[src/rtl/udp_rx_pkg.sv]
package udp_rx_pkg;

  // values the header parser compares against
  localparam logic [15:0] ETHERTYPE_IPV4 = 16'h0800;
  localparam logic [7:0]  IPV4_VER_IHL   = 8'h45;
  localparam logic [7:0]  IP_PROTO_UDP   = 8'h11;
  localparam logic [47:0] BROADCAST_MAC  = {48{1'b1}};

  localparam int WORD_BYTES = 8;

  // buffer sizing, almost full leaves room for the word that trips it
  localparam int DATA_FIFO_DEPTH       = 16;
  localparam int DATA_FIFO_ALMOST_FULL = 12;
  localparam int CTRL_FIFO_DEPTH       = 8;
  localparam int CTRL_FIFO_ALMOST_FULL = 6;

  // byte 0 of the stream sits in data[7:0]
  typedef struct packed {
    logic [63:0] data;
    logic [7:0]  byte_valid;
    logic        good_end;
    logic        bad_end;
  } mac_beat_t;

  typedef struct packed {
    logic        enable;
    logic [47:0] mac;
    logic [31:0] ip;
    logic [15:0] port;
  } local_cfg_t;

  // first payload byte sits in data[63:56]
  typedef struct packed {
    logic [63:0] data;
    logic        eof;
    logic        bad;
    logic        overrun;
  } app_word_t;

  typedef struct packed {
    logic [31:0] ip;
    logic [15:0] port;
  } src_info_t;

  typedef struct packed {
    app_word_t word;
    logic      last;
    logic      first;
    logic      valid;
  } payload_beat_t;

endpackage

[src/rtl/rx_frame_writer.sv]
`timescale 1ns/1ps
module rx_frame_writer (
  input  logic                      mac_clk,
  input  logic                      mac_rst,
  input  udp_rx_pkg::payload_beat_t payload,
  input  udp_rx_pkg::src_info_t     src,
  input  logic                      data_almost_full,
  input  logic                      ctrl_almost_full,
  input  logic                      overrun_ack,
  output logic                      data_wr_en,
  output udp_rx_pkg::app_word_t     data_wr,
  output logic                      ctrl_wr_en,
  output udp_rx_pkg::src_info_t     ctrl_wr
);

  typedef enum logic [1:0] {
    st_run,
    st_overrun,
    st_wait_ack
  } state_t;

  state_t state;
  logic   in_frame;
  logic   take;
  logic   near_full;

  assign near_full = data_almost_full || ctrl_almost_full;

  // after an overrun only a frame start is taken, the rest of a frame is skipped
  assign take = (state == st_run) && payload.valid && (payload.first || in_frame);

  assign data_wr_en = take;
  assign ctrl_wr_en = take && payload.first;
  assign ctrl_wr    = src;

  // a word arriving near full becomes the cut, so it closes the frame
  always_comb begin
    data_wr         = payload.word;
    data_wr.eof     = payload.last || near_full;
    data_wr.overrun = near_full;
  end

  always_ff @(posedge mac_clk) begin
    if (mac_rst) begin
      state    <= st_run;
      in_frame <= 1'b0;
    end else begin
      case (state)
        st_run: begin
          if (take && near_full) begin
            in_frame <= 1'b0;
            state    <= st_overrun;
          end else if (take) begin
            in_frame <= !payload.last;
          end
        end
        // held here until the application answers the overrun
        st_overrun: begin
          if (overrun_ack) begin
            state <= st_wait_ack;
          end
        end
        // let the ack pulse end before writing again
        st_wait_ack: begin
          if (!overrun_ack) begin
            state <= st_run;
          end
        end
        default: state <= st_run;
      endcase
    end
  end

endmodule

[src/rtl/rx_sync_fifo.sv]
`timescale 1ns/1ps
module rx_sync_fifo #(
  parameter type entry_t           = logic [7:0],
  parameter int  depth             = 16,
  parameter int  almost_full_level = 12
) (
  input  logic   mac_clk,
  input  logic   mac_rst,
  input  logic   wr_en,
  input  entry_t wr_data,
  input  logic   rd_en,
  output entry_t rd_data,
  output logic   empty,
  output logic   almost_full
);

  entry_t                       mem [depth];
  logic [$clog2(depth)-1:0]     wr_ptr;
  logic [$clog2(depth)-1:0]     rd_ptr;
  logic [$clog2(depth+1)-1:0]   count;
  logic                         full;
  logic                         do_wr;
  logic                         do_rd;

  assign full  = count == ($clog2(depth+1))'(depth);
  assign empty = count == '0;
  assign almost_full = count >= ($clog2(depth+1))'(almost_full_level);

  // writes into a full buffer are lost, pops of an empty one ignored
  assign do_wr = wr_en && !full;
  assign do_rd = rd_en && !empty;

  // head shown without a read request
  assign rd_data = mem[rd_ptr];

  always_ff @(posedge mac_clk) begin
    if (do_wr) begin
      mem[wr_ptr] <= wr_data;
    end
  end

  always_ff @(posedge mac_clk) begin
    if (mac_rst) begin
      wr_ptr <= '0;
      rd_ptr <= '0;
      count  <= '0;
    end else begin
      if (do_wr) begin
        wr_ptr <= (wr_ptr == ($clog2(depth))'(depth - 1)) ? '0 : wr_ptr + 1'b1;
      end
      if (do_rd) begin
        rd_ptr <= (rd_ptr == ($clog2(depth))'(depth - 1)) ? '0 : rd_ptr + 1'b1;
      end
      case ({do_wr, do_rd})
        2'b10:   count <= count + 1'b1;
        2'b01:   count <= count - 1'b1;
        default: count <= count;
      endcase
    end
  end

endmodule

[src/rtl/udp_header_parser.sv]
`timescale 1ns/1ps
module udp_header_parser (
  input  logic                      mac_clk,
  input  logic                      mac_rst,
  input  udp_rx_pkg::mac_beat_t     mac_rx,
  input  logic                      phy_rx_up,
  input  udp_rx_pkg::local_cfg_t    local_cfg,
  output udp_rx_pkg::payload_beat_t payload,
  output udp_rx_pkg::src_info_t     src
);

  typedef enum logic [2:0] {
    st_idle,
    st_hdr_2,
    st_hdr_3,
    st_hdr_4,
    st_hdr_5,
    st_hdr_6,
    st_data
  } state_t;

  state_t                state;
  udp_rx_pkg::mac_beat_t beat_z;
  udp_rx_pkg::mac_beat_t beat_r;
  logic                  accept;
  logic                  first_pending;
  logic                  z_end;
  logic                  r_end;
  logic                  frame_start;
  logic                  mac_match;
  logic                  hdr_ok;
  logic                  emit;
  logic [47:0]           dest_mac;
  logic [31:0]           dest_ip;
  logic [15:0]           dest_port;
  logic [63:0]           word_data;
  logic [63:0]           data_q;
  logic                  bad_q;
  logic                  last_q;
  logic                  first_q;
  logic                  valid_q;

  function automatic logic [7:0] get_byte(input logic [63:0] d, input int idx);
    get_byte = d[8*idx +: 8];
  endfunction

  // two beats of history, z is the newest
  always_ff @(posedge mac_clk) begin
    beat_z <= mac_rx;
    beat_r <= beat_z;
  end

  assign z_end = beat_z.good_end | beat_z.bad_end;
  assign r_end = beat_r.good_end | beat_r.bad_end;

  // a one-beat burst is not taken as a frame
  assign frame_start = (beat_z.byte_valid == '1) && phy_rx_up && !z_end;

  assign dest_mac = {get_byte(beat_z.data, 0), get_byte(beat_z.data, 1),
                     get_byte(beat_z.data, 2), get_byte(beat_z.data, 3),
                     get_byte(beat_z.data, 4), get_byte(beat_z.data, 5)};
  // destination IP straddles header beats three and four
  assign dest_ip   = {get_byte(beat_r.data, 6), get_byte(beat_r.data, 7),
                      get_byte(beat_z.data, 0), get_byte(beat_z.data, 1)};
  assign dest_port = {get_byte(beat_z.data, 4), get_byte(beat_z.data, 5)};

  assign mac_match = (dest_mac == local_cfg.mac) || (dest_mac == udp_rx_pkg::BROADCAST_MAC);

  always_comb begin
    case (state)
      st_hdr_2: hdr_ok = ({get_byte(beat_z.data, 4), get_byte(beat_z.data, 5)} ==
                          udp_rx_pkg::ETHERTYPE_IPV4) &&
                         (get_byte(beat_z.data, 6) == udp_rx_pkg::IPV4_VER_IHL);
      st_hdr_3: hdr_ok = get_byte(beat_z.data, 7) == udp_rx_pkg::IP_PROTO_UDP;
      st_hdr_5: hdr_ok = (dest_ip == local_cfg.ip) && (dest_port == local_cfg.port);
      default:  hdr_ok = 1'b1;
    endcase
  end

  // last six bytes of the older beat, then two bytes of the newer one
  always_comb begin
    for (int i = 2; i < udp_rx_pkg::WORD_BYTES; i++) begin
      word_data[8*(udp_rx_pkg::WORD_BYTES + 1 - i) +: 8] = get_byte(beat_r.data, i);
    end
    word_data[15:8] = get_byte(beat_z.data, 0);
    word_data[7:0]  = get_byte(beat_z.data, 1);
  end

  // the final word of a frame leaves one cycle after the state returns to idle
  assign emit = accept && ((state == st_data) || (state == st_idle && r_end));

  always_ff @(posedge mac_clk) begin
    if (mac_rst) begin
      state         <= st_idle;
      accept        <= 1'b0;
      first_pending <= 1'b0;
    end else begin
      if (emit) begin
        first_pending <= 1'b0;
      end
      case (state)
        st_idle: begin
          if (r_end) begin
            accept <= 1'b0;
          end
          if (frame_start) begin
            first_pending <= 1'b1;
            accept        <= mac_match;
            state         <= mac_match ? st_hdr_2 : st_data;
          end
        end
        st_hdr_2, st_hdr_3, st_hdr_4, st_hdr_5: begin
          // a frame ending inside the header carries no payload
          if (z_end) begin
            accept <= 1'b0;
            state  <= st_idle;
          end else if (!hdr_ok) begin
            accept <= 1'b0;
            state  <= st_data;
          end else begin
            state <= state_t'(state + 3'd1);
          end
        end
        st_hdr_6: begin
          state <= z_end ? st_idle : st_data;
        end
        st_data: begin
          if (z_end) begin
            state <= st_idle;
          end
        end
        default: state <= st_idle;
      endcase
      if (!local_cfg.enable) begin
        accept <= 1'b0;
      end
    end
  end

  // source fields, held until the next accepted header
  always_ff @(posedge mac_clk) begin
    if (accept && state == st_hdr_4) begin
      src.ip <= {get_byte(beat_z.data, 2), get_byte(beat_z.data, 3),
                 get_byte(beat_z.data, 4), get_byte(beat_z.data, 5)};
    end
    if (accept && state == st_hdr_5) begin
      src.port <= {get_byte(beat_z.data, 2), get_byte(beat_z.data, 3)};
    end
  end

  always_ff @(posedge mac_clk) begin
    data_q  <= word_data;
    bad_q   <= beat_r.bad_end;
    last_q  <= r_end;
    first_q <= first_pending;
  end

  always_ff @(posedge mac_clk) begin
    if (mac_rst) begin
      valid_q <= 1'b0;
    end else begin
      valid_q <= emit;
    end
  end

  assign payload = '{word:  '{data: data_q, eof: 1'b0, bad: bad_q, overrun: 1'b0},
                     last:  last_q,
                     first: first_q,
                     valid: valid_q};

endmodule

[src/rtl/udp_rx_top.sv]
`timescale 1ns/1ps
module udp_rx_top (
  input  logic                   mac_clk,
  input  logic                   mac_rst,
  input  udp_rx_pkg::mac_beat_t  mac_rx,
  input  logic                   phy_rx_up,
  input  udp_rx_pkg::local_cfg_t local_cfg,
  output logic                   app_rx_valid,
  output udp_rx_pkg::app_word_t  app_rx_word,
  output udp_rx_pkg::src_info_t  app_rx_src,
  input  logic                   app_rx_ack,
  input  logic                   app_rx_overrun_ack
);

  udp_rx_pkg::payload_beat_t payload;
  udp_rx_pkg::src_info_t     src;
  logic                      data_wr_en;
  udp_rx_pkg::app_word_t     data_wr;
  logic                      data_rd_en;
  logic                      data_empty;
  logic                      data_almost_full;
  logic                      ctrl_wr_en;
  udp_rx_pkg::src_info_t     ctrl_wr;
  logic                      ctrl_rd_en;
  logic                      ctrl_empty;
  logic                      ctrl_almost_full;

  udp_header_parser u_parser (
    .mac_clk   (mac_clk),
    .mac_rst   (mac_rst),
    .mac_rx    (mac_rx),
    .phy_rx_up (phy_rx_up),
    .local_cfg (local_cfg),
    .payload   (payload),
    .src       (src)
  );

  rx_frame_writer u_writer (
    .mac_clk          (mac_clk),
    .mac_rst          (mac_rst),
    .payload          (payload),
    .src              (src),
    .data_almost_full (data_almost_full),
    .ctrl_almost_full (ctrl_almost_full),
    .overrun_ack      (app_rx_overrun_ack),
    .data_wr_en       (data_wr_en),
    .data_wr          (data_wr),
    .ctrl_wr_en       (ctrl_wr_en),
    .ctrl_wr          (ctrl_wr)
  );

  rx_sync_fifo #(
    .entry_t           (udp_rx_pkg::app_word_t),
    .depth             (udp_rx_pkg::DATA_FIFO_DEPTH),
    .almost_full_level (udp_rx_pkg::DATA_FIFO_ALMOST_FULL)
  ) u_data_fifo (
    .mac_clk     (mac_clk),
    .mac_rst     (mac_rst),
    .wr_en       (data_wr_en),
    .wr_data     (data_wr),
    .rd_en       (data_rd_en),
    .rd_data     (app_rx_word),
    .empty       (data_empty),
    .almost_full (data_almost_full)
  );

  // one source record per frame, popped along with the eof word
  rx_sync_fifo #(
    .entry_t           (udp_rx_pkg::src_info_t),
    .depth             (udp_rx_pkg::CTRL_FIFO_DEPTH),
    .almost_full_level (udp_rx_pkg::CTRL_FIFO_ALMOST_FULL)
  ) u_ctrl_fifo (
    .mac_clk     (mac_clk),
    .mac_rst     (mac_rst),
    .wr_en       (ctrl_wr_en),
    .wr_data     (ctrl_wr),
    .rd_en       (ctrl_rd_en),
    .rd_data     (app_rx_src),
    .empty       (ctrl_empty),
    .almost_full (ctrl_almost_full)
  );

  assign app_rx_valid = !data_empty;
  assign data_rd_en   = app_rx_ack && app_rx_valid;
  assign ctrl_rd_en   = data_rd_en && app_rx_word.eof && !ctrl_empty;

endmodule

[config.mk]
export PLATFORM = sky130hd
export DESIGN_NAME = udp_rx_top
export DESIGN_NICKNAME = d
export VERILOG_FILES = /design/src/rtl/udp_rx_pkg.sv /design/src/rtl/rx_frame_writer.sv /design/src/rtl/rx_sync_fifo.sv /design/src/rtl/udp_header_parser.sv /design/src/rtl/udp_rx_top.sv
export SDC_FILE = /design/constraint.sdc
export NUM_CORES = 1
export LEC_CHECK = 0
export ABC_AREA = 1
export BUFFER_PORTS_ARGS = -buffer_cell sky130_fd_sc_hd__buf_2
export CORE_UTILIZATION = 40
export DETAILED_ROUTE_END_ITERATION = 8
export MAX_ROUTING_LAYER = met4
export PLACE_DENSITY_LB_ADDON = 0.08
export SETUP_SLACK_MARGIN = 0.02
export SLEW_MARGIN = 20
export SYNTH_ARGS = -nofsm -noshare
export SYNTH_HDL_FRONTEND = slang
export SYNTH_SLANG_ARGS = --single-unit
[constraint.sdc]
create_clock -name mac_clk -period 6.32 [get_ports mac_clk]
set_clock_uncertainty 0.05 [all_clocks]
set_input_delay 1.264 -clock mac_clk [delete_from_list [all_inputs] [get_ports mac_clk]]
set_output_delay 1.264 -clock mac_clk [all_outputs]
set_load 0.02 [all_outputs]
==> impl_metrics.env <==
export IMPL_root_buffer="clkbuf_16"
export IMPL_cts_buffer_depth=3
export IMPL_power_density_mw_per_mm2=373.3
export IMPL_setup_viol=0
export IMPL_final_common_cell="edfxtp_1"
export IMPL_synthFlopType="edfxtp_1"
export IMPL_maxSlewViolCount=0
export IMPL_grt_usage_pct=21.93
export IMPL_dpl_cell_area_mm2=0.07027
export IMPL_grt_pass1_vias=37801
export IMPL_critical_path_class="flop to output port"
export IMPL_synth_fp_nets=5029
export IMPL_cts_hold_buf=0
export IMPL_finalInstanceArea_mm2=0.07629
export IMPL_vias=38881
export IMPL_grt_max_degree=193
export IMPL_viasPerCell=5.206
export IMPL_path_max_fanout=50
export IMPL_start_kind="flop"
export IMPL_ios=292
export IMPL_violations="design-rule violations"
export IMPL_worstPathArrival_ns=4.02
export IMPL_worst_pin_slew_ns=1.129
export IMPL_synth_top_family_by_area="compound AO/OA/AOI/OAI gates"
export IMPL_syn_area_mm2=0.06661
export IMPL_hold_path_class="flop to flop"
export IMPL_met2_usage_pct=33.35
export IMPL_row_count=149
export IMPL_min_period_ns=5.336
export IMPL_finalSetupTns_ns=0
export IMPL_numCtsBuffers=184
export IMPL_dp_hpwl_um=96900
export IMPL_grt_use_met3_pct=3.793
export IMPL_fin_crit_sh_pct=84.43
export IMPL_ff2ff_setup_slack_ns=2.50
export IMPL_postCtsSetupRepairBufs=0
export IMPL_syn2layout_area_growth_pct=14.53
export IMPL_timing_hold_ws_ns=0.2722
export IMPL_synth_fa_ha_area_share_pct=0.4546
export IMPL_cp_endpoint="app_rx_src[17]"
export IMPL_initial_core_util_pct=40.33
export IMPL_leakage_nw=26.21
export IMPL_grt_pass1_wl_um=262600
export IMPL_cts_sinks=1734
export IMPL_synthArstFlopShare_pct=0
export IMPL_grt_busiest_layer="met2"
export IMPL_synth_edf_count=1504
export IMPL_outcome="finished with violations"
export IMPL_final_cell_mix="edfxtp_1 (1504), o21ai_0 (503), nor2_1 (433)"
export IMPL_yosys_area_share_simple_pct=5.138
export IMPL_r2r_end="u_ctrl_fifo.count[3]"
export IMPL_hold_viol_final=0
export IMPL_synth_xor_area_share_pct=0.7364
export IMPL_synth_compound_area_share_pct=10.46
export IMPL_clkTransAtPathRegs_ns=0.06
export IMPL_netlist_instances=4830
export IMPL_cp_end_kind="output port"
export IMPL_syn_area_per_cell_um2=13.79
export IMPL_cts_tree="done"
export IMPL_dieArea_mm2=0.1682
export IMPL_port_buffers=291
export IMPL_gp_congestion=0.7745
export IMPL_core_area_mm2=0.1652
export IMPL_synth_mux_area_fraction_pct=3.967
export IMPL_min_from="u_parser.beat_r[35]"
export IMPL_drive_gt1_share_pct=12.72
export IMPL_h_tree_depth=4
export IMPL_yosysSeqAreaShare_pct=74.72
export IMPL_power_mw=28.47
export IMPL_post_cts_resized=0
export IMPL_worstSkewPairLatency_ns=0.82
export IMPL_fp_dieW_um=410.1
export IMPL_drv_cap=0
export IMPL_wirelength_um=180200
export IMPL_rsz0062_at_grt="no"
export IMPL_drc=8
export IMPL_finish_net_count=5309
export IMPL_ys_warnings_count=0
export IMPL_vdd_drop_max_v=0.0003295
export IMPL_maxSlewHeadroom_pct=24.73
export IMPL_max_clock_freq_mhz=187.4
export IMPL_die_y_um=410.1
export IMPL_required_ns=5.01
export IMPL_ys_types=38
export IMPL_first_pass_iters=7
export IMPL_grt_overflow=0
export IMPL_synth_seq_cells=1734
export IMPL_ff2ff_path_depth=18
export IMPL_dr_first_iter_drc_count=2964
export IMPL_grt_antenna_before_repair=15
export IMPL_ant_nets=0
export IMPL_gr_usage_met1_pct=30.74
export IMPL_routedWlPerCell_um=24.12
==> cell usage after synthesis, types with 53 or more instances <==
cell,n,area (µm²)
inv_1,394,1479
o21ai_0,503,2517
nand3_1,75,375.4
mux2i_1,264,2643
dfxtp_1,230,4604
o211ai_1,268,2012
nor2_1,453,1700
xnor2_1,53,464.2
edfxtp_1,1504,45160
a21oi_1,290,1451
o21ai_1,64,320.3
clkbuf_1,154,578.1
nand2_1,285,1070
==> per-layer routing <==
| layer | routed length (µm) | vias up |
|---|---|---|
| li1 | - | 18213 |
| met1 | 84890 | 19593 |
| met2 | 83130 | 834 |
| met3 | 9121 | 241 |
| met4 | 3013 | 0 |
| met5 | 0 | - |
==> worst min-delay path by stage <==
stage	to	slack, ns	cells after the start
finish	u_parser.data_q[49]	0.27	0
global placement	u_parser.data_q[48]	0.26	0
global route	u_parser.data_q[48]	0.29	0
floorplan	u_parser.data_q[32]	0.26	0
detailed placement	u_parser.data_q[48]	0.26	0
CTS	u_parser.beat_r[65]	0.28	0
==> where the power goes <==
part	switching [mW]	internal [mW]	total [mW]
sequential	0.342	12.5	12.9
combinational	3.23	1.74	4.97
clock	4.40	6.25	10.7
==> stage by stage <==
step,instances,utilization [%],setup WS (ns)
floorplan,4830,-,0.1402
global placement,7112,42.53,1.811
detailed placement,7113,42.54,1.827
CTS,7456,46.17,0.8998
global route,7463,46.18,0.7591
finish,7468,46.19,0.9838
==> sequential cells by signal, indices dropped and copies added (netlist names), 4 cells and up, named ones only <==
| signal | cells |
|---|---|
| u_data_fifo.rd_ptr | 4 |
| u_ctrl_fifo.count | 4 |
| u_data_fifo.count | 5 |
| u_ctrl_fifo.mem | 384 |
| u_data_fifo.mem | 1072 |
| u_parser.src | 48 |
| u_parser.beat_r | 66 |
| u_parser.data_q | 48 |
| u_parser.beat_z | 74 |
| u_data_fifo.wr_ptr | 4 |
==> area by class of cell <==
class | count | area, µm²
fill | 14805 | 88890
sequential | 1734 | 49790
multi-input combinational | 2431 | 14000
clock buffer | 288 | 5430
tap | 2189 | 2739
timing repair buffer | 362 | 2227
inverter | 397 | 1510
clock inverter | 55 | 558.0
antenna | 12 | 30.03
==> worst max-delay path: stages, from the launching register on <==
cell      delay (ns)
dfxtp_4         0.75
clkinv_2        0.89
buf_12          0.50
nor2_1          0.13
o21ai_0         0.09
a31oi_1         0.47
buf_2           0.26
==> logic make-up (layout without fill, tap and decap cells) <==
family	count (synthesis)	in the layout
flops	1734	1734
compound gates	1230	1230
simple gates	858	858
buf+inv	665	1102
mux	264	264
xor+xnor	56	56
fa+ha+maj	23	23
other cells	0	12
Power figures use the tool's default switching activity.
